<file path="src/common/tile_pkg.sv">
// Tile memory fabric definitions
`default_nettype none

package tile_pkg;

  // Widths
  localparam int addr_width_c   = 40;
  localparam int data_width_c   = 64;
  localparam int did_width_c    = 16;
  localparam int dev_width_c    = 4;
  localparam int offset_width_c = 20;
  localparam int tile_width_c   = addr_width_c - dev_width_c - offset_width_c;

  typedef logic [did_width_c-1:0] did_t;
  typedef logic [dev_width_c-1:0] dev_id_t;
  typedef logic [offset_width_c-1:0] dev_offset_t;

  typedef enum logic [1:0]
  {
    e_mem_rd = 2'b00,
    e_mem_wr = 2'b01
  } mem_opcode_e;

  // Size is log2 of the access in bytes
  typedef struct packed
  {
    mem_opcode_e              opcode;
    logic [addr_width_c-1:0]  addr;
    logic [2:0]               size;
  } mem_header_t;

  typedef struct packed
  {
    mem_header_t              header;
    logic [data_width_c-1:0]  data;
  } mem_msg_t;

  // Local address split, device field sits at bits 23:20
  typedef struct packed
  {
    logic [tile_width_c-1:0]  tile;
    dev_id_t                  dev;
    dev_offset_t              offset;
  } local_addr_t;

  // Local device ids
  localparam dev_id_t clint_dev_c = 4'd1;
  localparam dev_id_t cfg_dev_c   = 4'd2;
  localparam dev_id_t cache_dev_c = 4'd3;

  // Everything from here up belongs to cache/DRAM space
  localparam logic [addr_width_c-1:0] dram_base_default_c = 40'h00_8000_0000;

  // CLINT register map
  localparam dev_offset_t msip_offset_c     = 20'h0_0000;
  localparam dev_offset_t mtimecmp_offset_c = 20'h0_4000;
  localparam dev_offset_t plic_offset_c     = 20'h0_B000;
  localparam dev_offset_t mtime_offset_c    = 20'h0_BFF8;

  // Configuration register map
  localparam dev_offset_t freeze_offset_c = 20'h0_0000;
  localparam dev_offset_t did_offset_c    = 20'h0_0008;

endpackage

`default_nettype wire

</file>
<file path="src/cfg/cfg_regs.sv">
// Tile configuration registers
`timescale 1ns/1ps
`default_nettype none

module cfg_regs
  (
    input  wire                     clk_i,
    input  wire                     rst_n_i,

    input  wire tile_pkg::mem_msg_t cmd_i,
    input  wire                     cmd_v_i,
    output logic                    cmd_ready_o,

    output tile_pkg::mem_msg_t      resp_o,
    output logic                    resp_v_o,
    input  wire                     resp_ready_i,

    input  wire tile_pkg::did_t     did_i,
    output logic                    freeze_o
  );

  import tile_pkg::*;

  local_addr_t             cmd_addr;
  logic                    cmd_fire;
  logic                    cmd_wr;
  logic                    freeze_r;
  logic [data_width_c-1:0] rd_data;
  logic                    resp_v_r;
  mem_msg_t                resp_r;

  assign cmd_addr    = local_addr_t'(cmd_i.header.addr);
  assign cmd_ready_o = ~resp_v_r;
  assign cmd_fire    = cmd_v_i & cmd_ready_o;
  assign cmd_wr      = (cmd_i.header.opcode == e_mem_wr);

  always_comb
  begin
    case (cmd_addr.offset)
      freeze_offset_c: rd_data = data_width_c'(freeze_r);
      did_offset_c:    rd_data = data_width_c'(did_i);
      default:         rd_data = '0;
    endcase
  end

  // Tile comes out of reset frozen
  always_ff @(posedge clk_i or negedge rst_n_i)
  begin
    if (!rst_n_i)
    begin
      freeze_r <= 1'b1;
    end
    else if (cmd_fire && cmd_wr && (cmd_addr.offset == freeze_offset_c))
    begin
      freeze_r <= cmd_i.data[0];
    end
  end

  always_ff @(posedge clk_i or negedge rst_n_i)
  begin
    if (!rst_n_i)
    begin
      resp_v_r <= 1'b0;
    end
    else if (cmd_fire)
    begin
      resp_v_r <= 1'b1;
    end
    else if (resp_ready_i)
    begin
      resp_v_r <= 1'b0;
    end
  end

  // Writes answer with zero data
  always_ff @(posedge clk_i)
  begin
    if (cmd_fire)
    begin
      resp_r <= '{header: cmd_i.header, data: (cmd_wr ? '0 : rd_data)};
    end
  end

  assign resp_o   = resp_r;
  assign resp_v_o = resp_v_r;
  assign freeze_o = freeze_r;

endmodule

`default_nettype wire

</file>
<file path="src/clint/clint_slice.sv">
// Machine timer and interrupt registers
`timescale 1ns/1ps
`default_nettype none

module clint_slice
  (
    input  wire                     clk_i,
    input  wire                     rst_n_i,

    input  wire tile_pkg::mem_msg_t cmd_i,
    input  wire                     cmd_v_i,
    output logic                    cmd_ready_o,

    output tile_pkg::mem_msg_t      resp_o,
    output logic                    resp_v_o,
    input  wire                     resp_ready_i,

    input  wire                     freeze_i,

    output logic                    timer_irq_o,
    output logic                    software_irq_o,
    output logic                    external_irq_o
  );

  import tile_pkg::*;

  local_addr_t             cmd_addr;
  logic                    cmd_fire;
  logic                    cmd_wr;
  logic [data_width_c-1:0] mtime_r;
  logic [data_width_c-1:0] mtimecmp_r;
  logic                    msip_r;
  logic                    plic_r;
  logic [data_width_c-1:0] rd_data;
  logic                    resp_v_r;
  mem_msg_t                resp_r;

  assign cmd_addr    = local_addr_t'(cmd_i.header.addr);
  assign cmd_ready_o = ~resp_v_r;
  assign cmd_fire    = cmd_v_i & cmd_ready_o;
  assign cmd_wr      = (cmd_i.header.opcode == e_mem_wr);

  always_comb
  begin
    case (cmd_addr.offset)
      msip_offset_c:     rd_data = data_width_c'(msip_r);
      mtimecmp_offset_c: rd_data = mtimecmp_r;
      mtime_offset_c:    rd_data = mtime_r;
      plic_offset_c:     rd_data = data_width_c'(plic_r);
      default:           rd_data = '0;
    endcase
  end

  // A write to mtime takes precedence over the tick
  always_ff @(posedge clk_i or negedge rst_n_i)
  begin
    if (!rst_n_i)
    begin
      mtime_r <= '0;
    end
    else if (cmd_fire && cmd_wr && (cmd_addr.offset == mtime_offset_c))
    begin
      mtime_r <= cmd_i.data;
    end
    else if (!freeze_i)
    begin
      mtime_r <= mtime_r + 1'b1;
    end
  end

  always_ff @(posedge clk_i or negedge rst_n_i)
  begin
    if (!rst_n_i)
    begin
      mtimecmp_r <= '1;
      msip_r     <= 1'b0;
      plic_r     <= 1'b0;
    end
    else if (cmd_fire && cmd_wr)
    begin
      case (cmd_addr.offset)
        mtimecmp_offset_c: mtimecmp_r <= cmd_i.data;
        msip_offset_c:     msip_r     <= cmd_i.data[0];
        plic_offset_c:     plic_r     <= cmd_i.data[0];
        default:           ;
      endcase
    end
  end

  always_ff @(posedge clk_i or negedge rst_n_i)
  begin
    if (!rst_n_i)
    begin
      resp_v_r <= 1'b0;
    end
    else if (cmd_fire)
    begin
      resp_v_r <= 1'b1;
    end
    else if (resp_ready_i)
    begin
      resp_v_r <= 1'b0;
    end
  end

  always_ff @(posedge clk_i)
  begin
    if (cmd_fire)
    begin
      resp_r <= '{header: cmd_i.header, data: (cmd_wr ? '0 : rd_data)};
    end
  end

  assign resp_o   = resp_r;
  assign resp_v_o = resp_v_r;

  // Reset value of mtimecmp keeps the timer quiet
  assign timer_irq_o    = (mtime_r >= mtimecmp_r);
  assign software_irq_o = msip_r;
  assign external_irq_o = plic_r;

  a_resp_hold: assert property (
    @(posedge clk_i) disable iff (!rst_n_i)
    (resp_v_o && !resp_ready_i) |=> (resp_v_o && $stable(resp_o))
  ) else $error("clint_slice: response dropped before it was taken");

endmodule

`default_nettype wire

</file>
<file path="src/hdl/cmd_dispatch.sv">
// Command router with loopback slot
`timescale 1ns/1ps
`default_nettype none

module cmd_dispatch
  #(
    parameter logic [tile_pkg::addr_width_c-1:0] dram_base_p = tile_pkg::dram_base_default_c
  )
  (
    input  wire                    clk_i,
    input  wire                    rst_n_i,

    input  wire tile_pkg::mem_msg_t cmd_i,
    input  wire                    cmd_v_i,
    output logic                   cmd_ready_o,

    output tile_pkg::mem_msg_t     dev_cmd_o,

    output logic                   cfg_v_o,
    input  wire                    cfg_ready_i,
    output logic                   clint_v_o,
    input  wire                    clint_ready_i,
    output logic                   cache_v_o,
    input  wire                    cache_ready_i,

    output tile_pkg::mem_msg_t     lb_resp_o,
    output logic                   lb_resp_v_o,
    input  wire                    lb_resp_ready_i
  );

  import tile_pkg::*;

  local_addr_t local_addr;
  logic        is_local;
  logic        is_cfg;
  logic        is_clint;
  logic        is_cache;
  logic        is_lb;
  logic        lb_v;
  logic        lb_full_r;
  mem_header_t lb_header_r;

  assign local_addr = local_addr_t'(cmd_i.header.addr);

  // Address decode
  assign is_local = (cmd_i.header.addr < dram_base_p);
  assign is_cache = ~is_local | (local_addr.dev == cache_dev_c);
  assign is_cfg   = is_local & (local_addr.dev == cfg_dev_c);
  assign is_clint = is_local & (local_addr.dev == clint_dev_c);
  assign is_lb    = is_local & ~is_cfg & ~is_clint & ~is_cache;

  assign dev_cmd_o = cmd_i;

  assign cfg_v_o   = cmd_v_i & is_cfg;
  assign clint_v_o = cmd_v_i & is_clint;
  assign cache_v_o = cmd_v_i & is_cache;
  assign lb_v      = cmd_v_i & is_lb;

  // Ready follows whichever target the address selects
  assign cmd_ready_o = (is_cache & cache_ready_i)
                     | (is_cfg & cfg_ready_i)
                     | (is_clint & clint_ready_i)
                     | (is_lb & ~lb_full_r);

  // Loopback holds one response at a time
  always_ff @(posedge clk_i or negedge rst_n_i)
  begin
    if (!rst_n_i)
    begin
      lb_full_r <= 1'b0;
    end
    else if (lb_v && !lb_full_r)
    begin
      lb_full_r <= 1'b1;
    end
    else if (lb_full_r && lb_resp_ready_i)
    begin
      lb_full_r <= 1'b0;
    end
  end

  always_ff @(posedge clk_i)
  begin
    if (lb_v && !lb_full_r)
    begin
      lb_header_r <= cmd_i.header;
    end
  end

  assign lb_resp_o   = '{header: lb_header_r, data: '0};
  assign lb_resp_v_o = lb_full_r;

  a_one_target: assert property (
    @(posedge clk_i) disable iff (!rst_n_i)
    $onehot0({cfg_v_o, clint_v_o, cache_v_o, lb_v})
  ) else $error("cmd_dispatch: more than one target valid");

endmodule

`default_nettype wire

</file>
<file path="src/hdl/resp_arbiter.sv">
// Fixed-priority response merge
`timescale 1ns/1ps
`default_nettype none

module resp_arbiter
  (
    input  wire                     clk_i,
    input  wire                     rst_n_i,

    input  wire tile_pkg::mem_msg_t cache_resp_i,
    input  wire                     cache_v_i,
    output logic                    cache_ready_o,

    input  wire tile_pkg::mem_msg_t cfg_resp_i,
    input  wire                     cfg_v_i,
    output logic                    cfg_ready_o,

    input  wire tile_pkg::mem_msg_t clint_resp_i,
    input  wire                     clint_v_i,
    output logic                    clint_ready_o,

    input  wire tile_pkg::mem_msg_t lb_resp_i,
    input  wire                     lb_v_i,
    output logic                    lb_ready_o,

    output tile_pkg::mem_msg_t      resp_o,
    output logic                    resp_v_o,
    input  wire                     resp_ready_i
  );

  import tile_pkg::*;

  localparam int num_src_c = 4;

  logic [num_src_c-1:0]                        src_v;
  logic [num_src_c-1:0]                        grant;
  logic [num_src_c-1:0]                        src_ready;
  logic [num_src_c-1:0][$bits(mem_msg_t)-1:0]  src_msg;
  logic [$bits(mem_msg_t)-1:0]                 sel_msg;

  // Bit 0 wins, so cache outranks cfg, clint and loopback
  assign src_v   = {lb_v_i, clint_v_i, cfg_v_i, cache_v_i};
  assign src_msg = {lb_resp_i, clint_resp_i, cfg_resp_i, cache_resp_i};

  // Lowest set request bit
  assign grant = src_v & (~src_v + 1'b1);

  always_comb
  begin
    sel_msg = '0;
    for (int i = 0; i < num_src_c; i++)
    begin
      if (grant[i])
      begin
        sel_msg = sel_msg | src_msg[i];
      end
    end
  end

  assign resp_o   = mem_msg_t'(sel_msg);
  assign resp_v_o = |src_v;

  assign src_ready = grant & {num_src_c{resp_ready_i}};
  assign {lb_ready_o, clint_ready_o, cfg_ready_o, cache_ready_o} = src_ready;

  a_grant_onehot: assert property (
    @(posedge clk_i) disable iff (!rst_n_i)
    $onehot0(grant)
  ) else $error("resp_arbiter: grant not one-hot");

endmodule

`default_nettype wire

</file>
<file path="src/hdl/tile_mem_fabric.sv">
// Tile memory-side device fabric
`timescale 1ns/1ps
`default_nettype none

module tile_mem_fabric
  #(
    parameter logic [tile_pkg::addr_width_c-1:0] dram_base_p = tile_pkg::dram_base_default_c
  )
  (
    input  wire                     clk_i,
    input  wire                     rst_n_i,
    input  wire tile_pkg::did_t     did_i,

    input  wire tile_pkg::mem_msg_t cmd_i,
    input  wire                     cmd_v_i,
    output logic                    cmd_ready_o,

    output tile_pkg::mem_msg_t      resp_o,
    output logic                    resp_v_o,
    input  wire                     resp_ready_i,

    output tile_pkg::mem_msg_t      mem_cmd_o,
    output logic                    mem_cmd_v_o,
    input  wire                     mem_cmd_ready_i,

    input  wire tile_pkg::mem_msg_t mem_resp_i,
    input  wire                     mem_resp_v_i,
    output logic                    mem_resp_ready_o,

    output logic                    timer_irq_o,
    output logic                    software_irq_o,
    output logic                    external_irq_o,
    output logic                    cfg_freeze_o
  );

  import tile_pkg::*;

  mem_msg_t dev_cmd;
  logic     cfg_v, cfg_ready, clint_v, clint_ready;
  mem_msg_t cfg_resp, clint_resp, lb_resp;
  logic     cfg_resp_v, cfg_resp_ready;
  logic     clint_resp_v, clint_resp_ready;
  logic     lb_resp_v, lb_resp_ready;

  // Cache-space commands leave the tile unchanged
  assign mem_cmd_o = dev_cmd;

  cmd_dispatch #(.dram_base_p(dram_base_p)) dispatch (
    .clk_i, .rst_n_i,
    .cmd_i, .cmd_v_i, .cmd_ready_o,
    .dev_cmd_o(dev_cmd),
    .cfg_v_o(cfg_v), .cfg_ready_i(cfg_ready),
    .clint_v_o(clint_v), .clint_ready_i(clint_ready),
    .cache_v_o(mem_cmd_v_o), .cache_ready_i(mem_cmd_ready_i),
    .lb_resp_o(lb_resp), .lb_resp_v_o(lb_resp_v), .lb_resp_ready_i(lb_resp_ready)
  );

  cfg_regs cfg (
    .clk_i, .rst_n_i,
    .cmd_i(dev_cmd), .cmd_v_i(cfg_v), .cmd_ready_o(cfg_ready),
    .resp_o(cfg_resp), .resp_v_o(cfg_resp_v), .resp_ready_i(cfg_resp_ready),
    .did_i, .freeze_o(cfg_freeze_o)
  );

  // Freeze also stops the machine timer
  clint_slice clint (
    .clk_i, .rst_n_i,
    .cmd_i(dev_cmd), .cmd_v_i(clint_v), .cmd_ready_o(clint_ready),
    .resp_o(clint_resp), .resp_v_o(clint_resp_v), .resp_ready_i(clint_resp_ready),
    .freeze_i(cfg_freeze_o),
    .timer_irq_o, .software_irq_o, .external_irq_o
  );

  resp_arbiter arb (
    .clk_i, .rst_n_i,
    .cache_resp_i(mem_resp_i), .cache_v_i(mem_resp_v_i), .cache_ready_o(mem_resp_ready_o),
    .cfg_resp_i(cfg_resp), .cfg_v_i(cfg_resp_v), .cfg_ready_o(cfg_resp_ready),
    .clint_resp_i(clint_resp), .clint_v_i(clint_resp_v), .clint_ready_o(clint_resp_ready),
    .lb_resp_i(lb_resp), .lb_v_i(lb_resp_v), .lb_ready_o(lb_resp_ready),
    .resp_o, .resp_v_o, .resp_ready_i
  );

endmodule

`default_nettype wire

</file>
<file path="config.mk">
export PLATFORM = sky130hd
export DESIGN_NAME = tile_mem_fabric
export DESIGN_NICKNAME = d
export VERILOG_FILES = /design/src/common/tile_pkg.sv /design/src/cfg/cfg_regs.sv /design/src/clint/clint_slice.sv /design/src/hdl/cmd_dispatch.sv /design/src/hdl/resp_arbiter.sv /design/src/hdl/tile_mem_fabric.sv
export SDC_FILE = /design/constraint.sdc
export NUM_CORES = 1
export LEC_CHECK = 0
export ABC_AREA = 1
export BUFFER_PORTS_ARGS = -buffer_cell sky130_fd_sc_hd__buf_4
export CAP_MARGIN = 5
export CORE_MARGIN = 5
export CORE_UTILIZATION = 40
export CTS_CLUSTER_DIAMETER = 50
export CTS_CLUSTER_SIZE = 25
export DETAILED_ROUTE_END_ITERATION = 12
export PLACE_DENSITY = 0.68
export SETUP_SLACK_MARGIN = 0.5
export SLEW_MARGIN = 30
export SYNTH_ARGS = -nofsm -noshare
export SYNTH_HDL_FRONTEND = slang
export SYNTH_SLANG_ARGS = --single-unit
</file>
<file path="constraint.sdc">
create_clock -name clk_i -period 4.2 [get_ports clk_i]
set_input_delay 1.05 -clock clk_i [delete_from_list [all_inputs] [get_ports clk_i]]
set_output_delay 1.05 -clock clk_i [all_outputs]
set_load 0.01 [all_outputs]
</file>
* Yosys cells after proc, flatten, opt, wreduce, memory -nomap -nowiden
Cells that the tools add are included.
W data, S select, Z words.
** Storage, ports and cells
- Register bits :: 397
- Bits of input ports :: 240
- Word-level logic and storage cells :: 93
** Cells by class
- Add/sub/neg operators :: 2
- Order comparisons :: 2
- Equal/unequal tests :: 9
- Muxes and demuxes :: 14
- Bitwise logic cells :: 32
- Reductions and logical operators :: 15
** Operators with widths (number)
- $mux W109 :: 4
- $or A109 B109 Y109 :: 3
- $pmux W64 S4 :: 1
- $mux W64 :: 2
- $add A64 B1 Y64 const B :: 1
- $ge A64 B64 Y1 :: 1
- $eq A20 B16 Y1 const B :: 2
- $lt A40 B32 Y1 const B :: 1
- $pmux W16 S2 :: 1
- $eq A20 B15 Y1 const B :: 1
- $eq A20 B4 Y1 const B :: 1
- $logic_not A20 Y1 :: 1
- $and A1 B1 Y1 :: 15
- $and A4 B4 Y4 :: 2
- $eq A4 B2 Y1 const B :: 2
- $not A1 Y1 :: 7
- $logic_and A1 B1 Y1 :: 6
- $mux W1 :: 6
- $reduce_and A2 Y1 :: 3
- $reduce_bool A2 Y1 :: 3
- $add A4 B1 Y4 const B :: 1
- $eq A4 B1 Y1 const B :: 1
- $not A4 Y4 :: 1
- $or A1 B1 Y1 :: 4
- 4 further kinds :: 4

* Logic depth before layout (Yosys ltp)
Gate-level depths: netlist (run 1).
- Depth in word-level cells :: 10
- Depth in mapped cells :: 15
- Gate-level depth less buffers :: 15

* Modules after synthesis
Synthesis (run 1) repeated with hierarchy kept, for this count alone.
** Unflattened totals
- Cell total of the unflattened synthesis :: 2971
- Area total of the unflattened synthesis :: 23042.1 um2
** Modules (own cells, without submodules)
- clint_slice :: instances 1, cells an instance 1655, area an instance 13545.5 um2
- resp_arbiter :: instances 1, cells an instance 872, area an instance 4033.9 um2
- cmd_dispatch :: instances 1, cells an instance 262, area an instance 2872.8 um2
- cfg_regs :: instances 1, cells an instance 182, area an instance 2590.0 um2

* Least setup slack after synthesis (run 1)
Ideal clock, no wire load.
- Path kind :: input-to-reg
- From :: input port cmd_i[101] (netlist bit)
- To :: register clint.resp_r (netlist bit clint.resp_o[0]) (enable)
- Setup time :: 0.463 ns
- Data arrival time :: 3.681 ns
- Path slack :: 0.056 ns
- Stages on the path :: 5
- Buffers on the path :: 0
- Cell sequence :: nor2_1 nand3_1 nor2_4 nand3_1 inv_1
** On the way
- Longest elaborated chain between the ends :: 4
** Ends and longest elaborated chain
- start, declared :: RTL line tile_mem_fabric.sv:14 : input wire tile_pkg::mem_msg_t cmd_i,
- $lt A40 B32 Y1 :: RTL line cmd_dispatch.sv:46 : assign is_local = (cmd_i.header.addr < dram_base_p);
- $and A1 B1 Y1 :: RTL line cmd_dispatch.sv:49 : assign is_clint = is_local & (local_addr.dev == clint_dev_c);
- $and A1 B1 Y1 :: RTL line cmd_dispatch.sv:55 : assign clint_v_o = cmd_v_i & is_clint;
- $and A1 B1 Y1 :: RTL line clint_slice.sv:40 : assign cmd_fire = cmd_v_i & cmd_ready_o;
- via clint.cmd_fire :: RTL line clint_slice.sv:28 : logic cmd_fire;
- end signal, assigned :: RTL line clint_slice.sv:110 : resp_r <= '{header: cmd_i.header, data: (cmd_wr ? '0 : rd_data)};
- end, declared :: RTL line clint_slice.sv:36 : mem_msg_t resp_r;
The timed path passes the listed nets, and every way through them passes these cells.
A chain may end at the register's enable or synchronous reset.

* Worst setup path in the final report (run 1)
- From :: register clint.mtimecmp_r[55]
- To :: output port timer_irq_o
** On the way
- Longest elaborated chain between the ends :: 1
** Ends and longest elaborated chain
- start, declared :: RTL line clint_slice.sv:31 : logic [data_width_c-1:0] mtimecmp_r;
- start signal, assigned :: RTL line clint_slice.sv:82 : mtimecmp_offset_c: mtimecmp_r <= cmd_i.data;
- $ge A64 B64 Y1 :: RTL line clint_slice.sv:118 : assign timer_irq_o = (mtime_r >= mtimecmp_r);
- end, declared :: RTL line tile_mem_fabric.sv:30 : output logic timer_irq_o,
Every way passes these cells.

==> results of run 1 <==
[cell usage after synthesis, types with 2 or more instances]
cell,number,area (µm²)
a21oi_1,39,195
nor3_1,13,65.1
nand2_2,41,257
inv_1,366,1370
dfrtp_1,69,1730
dfstp_2,65,1710
o21a_1,3,22.5
inv_2,5,18.8
nor2_4,2,22.5
buf_6,14,158
ha_1,65,813
nor2_2,7,43.8
nor4_1,3,18.8
edfxtp_1,215,6460
nand3_1,189,946
o2111ai_1,45,394
clkbuf_1,54,203
a22o_1,48,420
nand3b_1,2,15.0
and2_1,2,12.5
buf_4,111,833
o31ai_1,2,15.0
o21ai_0,34,170
o21ai_2,64,561
nand4_1,41,257
and3b_1,2,17.5
xor2_1,28,245
o22ai_1,65,407
buf_2,27,135
nor2_1,253,950
nand2_1,550,2060
[per-layer routing]
metal | vias to the layer above | wire (µm) | GRT usage [%]
li1 | 8578 | - | -
met1 | 8408 | 28900 | 30.8
met2 | 638 | 33900 | 40.9
met3 | 87 | 4430 | 4.20
met4 | 2 | 1590 | 6.02
met5 | - | 13 | 0
[timing repair]
item | in CTS | in global routing
setup endpoints to repair | 1 | 92
pin swaps | 2 | 8
resized for setup | 6 | 19
buffers inserted | 1 | 0
hold endpoints to repair | 0 | 0
[worst reg2reg max path: cells and delay by family (launching register included)]
kind | cells | cell delay, ps
AND/OR/NAND/NOR | 8 | 1140
flip-flops | 1 | 480
buffers and inverters | 2 | 270
adder cells (fa/ha/maj) | 1 | 260
AO/OA/AOI/OAI | 1 | 90
[cell families after synthesis]
| group | after synthesis |
|---|---|
| buf+inv | 577 |
| simple gates | 1109 |
| xor+xnor | 28 |
| compound gates | 303 |
| fa+ha+maj | 65 |
| flops | 349 |
[worst max path at each step]
stage	end	slack, ps	depth (start not counted)
2_1_floorplan	clint.resp_o[0]	780	5
3_3_place_gp	resp_o[80]	530	8
3_5_place_dp	resp_o[79]	500	8
4_1_cts	resp_o[79]	500	8
5_1_grt	timer_irq_o	500	11
6_report	timer_irq_o	560	10
[sequential cells by signal, indices dropped and copies added, names as in the netlist]
| register | flops |
|---|---|
| cfg.freeze_o | 1 |
| clint.software_irq_o | 1 |
| clint.mtimecmp_r | 64 |
| clint.resp_o | 109 |
| clint.mtime_r | 64 |
| dispatch.lb_resp_o | 45 |
| clint.resp_v_o | 1 |
| clint.external_irq_o | 1 |
| cfg.resp_v_o | 1 |
| cfg.resp_o | 61 |
| dispatch.lb_resp_v_o | 1 |
[area by class of cell]
type / instances / area (µm²) / area share (%)
inverter: 371 / 1400 / 5.49
tap: 680 / 851 / 3.34
multi-input combinational: 1505 / 8130 / 31.9
clock buffer: 40 / 980 / 3.84
clock inverter: 32 / 375 / 1.47
sequential: 349 / 9890 / 38.8
timing repair buffer: 497 / 3880 / 15.2
[power groups by stage]
stage                     Sequential, mW  Combinational, mW  Clock (mW)
after global placement              3.71              0.668           0
after detailed placement            3.71              0.676           0
after CTS                           3.64              0.678        3.66
after global routing                3.64              0.719        3.81
final                               3.64              0.670        3.58
after floorplan                     3.71              0.259           0
[per-stage QoR]
step,power (mW),std cells
global placement,4.37,3401
floorplan,3.97,2431
global route,8.17,3474
detailed placement,4.38,3401
finish,7.89,3474
CTS,7.98,3474
==> impl_metrics.env, run 1 <==
export IMPL_path_max_fanout=2
export IMPL_crit_slowest_cell="dfstp_2"
export IMPL_whs_path_depth=2
export IMPL_async_flop_share_pct=38.4
export IMPL_p_leak_nw=10.6
export IMPL_slew_viol_final=0
export IMPL_drtAntennaViolNets=0
export IMPL_cts_sinks=349
export IMPL_setup_violations_final=0
export IMPL_r2r_slack_ps=1800
export IMPL_syn_area_um2=20600
export IMPL_finalNetCount=3068
export IMPL_final_core_util_pct=49.8
export IMPL_drive_gt1_share_pct=28.2
export IMPL_wire_per_inst_um=19.8
export IMPL_yosys_area_share_adder_pct=3.95
export IMPL_die_h_um=237
export IMPL_final_common_cell="nand2_1"
export IMPL_fin_area_um2=25500
export IMPL_synth_distinct_cells=38
export IMPL_synth_top_family_by_area="simple AND/OR/NAND/NOR gates"
export IMPL_dr_pass1_iters=5
export IMPL_cp_startpoint="clint.mtimecmp_r[55]"
export IMPL_reg2reg_depth=12
export IMPL_hold_path_startpoint="clint.mtimecmp_r[30]"
export IMPL_p_seq_share_pct=46.1
export IMPL_finalWirelength_mm=68.8
export IMPL_critPathTopFamily="simple AND/OR/NAND/NOR gates"
export IMPL_ir_drop_mv=0.254
export IMPL_first_global_vias=17700
export IMPL_areaGrowthSynthToFinish_pct=23.9
export IMPL_outcome="complete, no violations"
export IMPL_max_clock_freq_mhz=275
export IMPL_ys_flop_type="edfxtp_1"
export IMPL_drv_cap=0
export IMPL_period_minus_slack_ps=3640
export IMPL_via_per_inst=5.10
export IMPL_tightest_slew_ps=804
export IMPL_synth_mux_area_share_pct=0
export IMPL_fin_crit_sh_pct=86.6
export IMPL_start_util_pct=40.2
export IMPL_cp_cell_sequence="inv_1 > ha_4 > nand2_2 > nor2_2 > nand4_1 > nor2_2 > and3b_2 > nand2_1 > nand3_2 > buf_4"
export IMPL_die_w_um=237
export IMPL_synth_nets=2736
export IMPL_top_level_ports=466
export IMPL_numCtsBuffers=39
export IMPL_diodes=0
export IMPL_ys_warn_count=0
export IMPL_hpwl_mm=52.7
export IMPL_die_area_um2=56100
export IMPL_yosys_area_share_simple_pct=22.9
export IMPL_p_int_mw=5.95
export IMPL_path_class="reg2out"
export IMPL_clk_path_buf_depth=3
export IMPL_crit_path_start_kind="flop"
export IMPL_grtUsageTotal_pct=23.6
export IMPL_cts_tree="yes"
export IMPL_setup_tns_ps=0
export IMPL_setup_worst_path_end_class="output port"
export IMPL_io_buffer_count=465
export IMPL_regToRegStartpoint="clint.mtime_r[0]"
export IMPL_syn_inst=2431
export IMPL_dp_slack_ps=503
export IMPL_p_per_area_nw_per_um2=309
export IMPL_htreeDepth=2
export IMPL_synth_seq_area_share_pct=48.0
export IMPL_critPathArrivalTime_ps=2590
export IMPL_min_path_type="reg2reg"
export IMPL_reg2reg_to="clint.mtime_r[36]"
export IMPL_rsz0062_at_grt="no"
export IMPL_place_area_um2=24000
export IMPL_antenna_found_initial=1
export IMPL_grt_overflow_total=0
export IMPL_fillers=4892
export IMPL_synth_avg_cell_area_um2=8.47
export IMPL_synth_compound_area_share_pct=10.7
export IMPL_grt_max_degree=111
export IMPL_finalHoldViolations=0
export IMPL_cpPeakStageDelay_ps=540
export IMPL_power_switching_mw=1.94
export IMPL_place_gp_congestion=1.03
export IMPL_first_iter_violations=1185
export IMPL_ctsHoldBuffers=0
export IMPL_synth_seq_cells=349
export IMPL_final_cell_mix="546 x nand2_1, 484 x buf_4, 361 x inv_1"
export IMPL_relSlewSlack_pct=46.0
export IMPL_core_area_um2=51200
export IMPL_comb_power_share_pct=8.5
export IMPL_required_ps=3150
export IMPL_clk_pin_slew_ps=70
export IMPL_cpMostUsedCell="nor2_2"
export IMPL_clock_latency_ps=570
export IMPL_drc=0
export IMPL_synth_enable_flop_cells=215
export IMPL_vias=17700
export IMPL_fin_skew_ps=29.8
export IMPL_clockPowerShare_pct=45.4
export IMPL_cts_root_buffer_cell="clkbuf_16"
export IMPL_min_to="clint.mtimecmp_r[30]"
export IMPL_setup_ws_ps=564
export IMPL_synth_xor_area_share_pct=1.19
export IMPL_rows=83
export IMPL_cp_num_buf_inv=2
export IMPL_hold_ws_ps=472
export IMPL_swShare_pct=24.5
export IMPL_grt_first_pass_wirelength_mm=105
(Power assumes the default switching activity.)
==> run 2, diff against run 1 <==
ABC_AREA = 0   (was 1)
PLACE_DENSITY = 0.69   (was 0.68)
==> impl_metrics.env, run 2 <==
export IMPL_outcome="complete, no violations"
export IMPL_p_per_area_nw_per_um2=328
export IMPL_htreeDepth=2
export IMPL_synth_seq_cells=349
export IMPL_layoutNonFillerInstCount=2581
export IMPL_grt_first_pass_wirelength_mm=80.8
export IMPL_hpwl_mm=37.8
export IMPL_placedCellCount=2501
export IMPL_clock_latency_ps=540
export IMPL_grt_max_degree=80
export IMPL_grtUsageTotal_pct=20.2
export IMPL_die_w_um=223
export IMPL_path_max_fanout=3
export IMPL_clk_pin_slew_ps=70
export IMPL_crit_slowest_cell="dfstp_2"
export IMPL_finalWirelength_mm=53.1
export IMPL_io_buffer_count=465
export IMPL_syn_area_um2=18200
export IMPL_fin_skew_ps=17.7
export IMPL_grt_overflow_total=0
export IMPL_ctsHoldBuffers=0
export IMPL_largest_reg_flops=109
export IMPL_slew_viol_final=0
export IMPL_comb_power_share_pct=8.1
export IMPL_finalHoldViolations=0
export IMPL_drv_cap=0
export IMPL_ir_drop_mv=0.215
export IMPL_relSlewSlack_pct=39.4
export IMPL_diodes=0
export IMPL_synthTopCellsByCount="215 x edfxtp_1, 133 x nor2_1, 126 x a22oi_1, 118 x nand2_1, 117 x buf_4"
export IMPL_synth_avg_cell_area_um2=11.4
export IMPL_path_class="reg2out"
export IMPL_vias=13900
export IMPL_cp_cell_sequence="inv_2 > ha_4 > nand4_1 > nor4bb_4 > buf_4 > nand4_1 > or3_1 > o21ai_2 > buf_4"
export IMPL_dr_pass1_iters=5
export IMPL_rsz0062_at_grt="yes"
export IMPL_synth_enable_flop_cells=215
export IMPL_wire_per_inst_um=20.6
export IMPL_synth_nets=1910
export IMPL_yosys_area_top_type_share_pct=35.4
export IMPL_ys_flop_type="edfxtp_1"
export IMPL_synth_area_top_cells="edfxtp_1 35%, dfrtp_1 9.5%, dfstp_2 9.4%"
export IMPL_setup_tns_ps=0
export IMPL_clk_path_buf_depth=3
export IMPL_cts_sinks=349
export IMPL_first_iter_violations=1018
export IMPL_synth_seq_area_share_pct=54.3
export IMPL_swShare_pct=22.9
export IMPL_critPathArrivalTime_ps=2990
export IMPL_setup_worst_path_end_class="output port"
export IMPL_synth_most_common_cell="edfxtp_1"
export IMPL_min_path_type="in2async"
export IMPL_async_flop_share_pct=38.4
export IMPL_p_seq_share_pct=47.7
export IMPL_tightest_slew_ps=907
export IMPL_final_common_cell="buf_4"
export IMPL_via_per_inst=5.37
export IMPL_drc=0
export IMPL_syn_inst=1605
export IMPL_finalNetCount=2260
export IMPL_p_leak_nw=8.83
export IMPL_drive_gt1_share_pct=38.3
export IMPL_yosysTopAreaCell="edfxtp_1"
export IMPL_rows=78
export IMPL_cts_tree="yes"
export IMPL_fin_crit_sh_pct=96.3
export IMPL_period_minus_slack_ps=4040
export IMPL_drtAntennaViolNets=0
export IMPL_synth_distinct_cells=60
export IMPL_crit_path_start_kind="flop"
export IMPL_clockPowerShare_pct=44.2
export IMPL_ys_warn_count=0
export IMPL_cts_root_buffer_cell="clkbuf_16"
export IMPL_place_gp_congestion=0.910
export IMPL_cpPeakStageDelay_ps=560
export IMPL_final_cell_mix="504 x buf_4, 215 x edfxtp_1, 131 x nor2_1"
export IMPL_antenna_found_initial=0
export IMPL_p_int_mw=5.88
export IMPL_first_global_vias=14000
export IMPL_power_switching_mw=1.74
export IMPL_areaGrowthSynthToFinish_pct=27.5
export IMPL_required_ps=3150
export IMPL_top_level_ports=466
export IMPL_max_clock_freq_mhz=247
export IMPL_start_util_pct=40.3
export IMPL_die_h_um=223
export IMPL_die_area_um2=49900
export IMPL_core_area_um2=45200
export IMPL_numCtsBuffers=36
export IMPL_setup_violations_final=0
## run 2: cell families (layout without fill, tap and decap cells)
family,Yosys count,in the layout,share of synthesized area [%]
fa+ha+maj,65,65,4.46
compound gates,358,358,14.1
buf+inv,274,650,8.22
flops,349,349,54.3
simple gates,426,426,11.6
xor+xnor,63,63,3.03
mux,70,70,4.32
## run 2: cell type report
class | count | area [µm²]
Fill cell | 3922 | 21900
Clock buffer | 39 | 933
Sequential cell | 349 | 9890
Timing Repair Buffer | 517 | 4020
Multi-Input combinational cell | 982 | 7090
Tap cell | 600 | 751
Inverter | 69 | 259
Clock inverter | 25 | 304
## run 2: repair_timing
item                                    in CTS  in global routing
pin swaps                                   16                  2
setup buffers                               15                  1
endpoints found under the setup margin       2                  2
gates resized for setup                     23                  3
endpoints found under the hold margin        0                  0
## run 2: metrics by stage
stage               worst slack (ps)  power, mW  hold slack (ps)  cell area [µm²]  utilization (%)
finish                           155       7.62              557            23200             51.4
global route                    25.7       7.86              603            23200             51.4
CTS                             67.5       7.71              563            23200             51.4
detailed placement              39.5       4.33              557            21700             48.1
global placement                67.7       4.32              543            21700             48.0
floorplan                        450       3.94              488            18300                -
## run 2: critical path: cells and delay by family (launching register included)
kind	cells	cell delay (ps)
AO/OA/AOI/OAI	1	180
AND/OR/NAND/NOR	4	1080
flip-flops	1	560
adder cells (fa/ha/maj)	1	260
buffers and inverters	3	390
## run 2: final timing paths
check,cells past startpoint,start,slack (ps),end
max,9,clint.mtimecmp_r[59],160,timer_irq_o
min in group clk_i,2,dispatch.lb_resp_v_o,570,dispatch.lb_resp_v_o
max in group asynchronous,2,rst_n_i,2700,clint.mtimecmp_r[49]
min,1,rst_n_i,560,clint.mtime_r[28]
max reg2reg,7,clint.mtime_r[8],1500,clint.mtime_r[60]
min reg2reg,2,dispatch.lb_resp_v_o,570,dispatch.lb_resp_v_o
## run 2: power groups by stage
stage / Combinational [mW] / Sequential (mW) / Clock (mW)
2_1_floorplan: 0.229 / 3.71 / 0
3_3_place_gp: 0.615 / 3.71 / 0
3_5_place_dp: 0.621 / 3.71 / 0
4_1_cts: 0.624 / 3.64 / 3.45
5_1_grt: 0.658 / 3.64 / 3.57
6_report: 0.616 / 3.64 / 3.37
## run 2: metal layers
layer	track usage (%)	routed length, µm	part of all wire (%)
met1	26.6	22200	42
met2	33.8	25500	48
met3	4.29	3910	7.4
met4	6.23	1540	2.9
met5	0	0	0
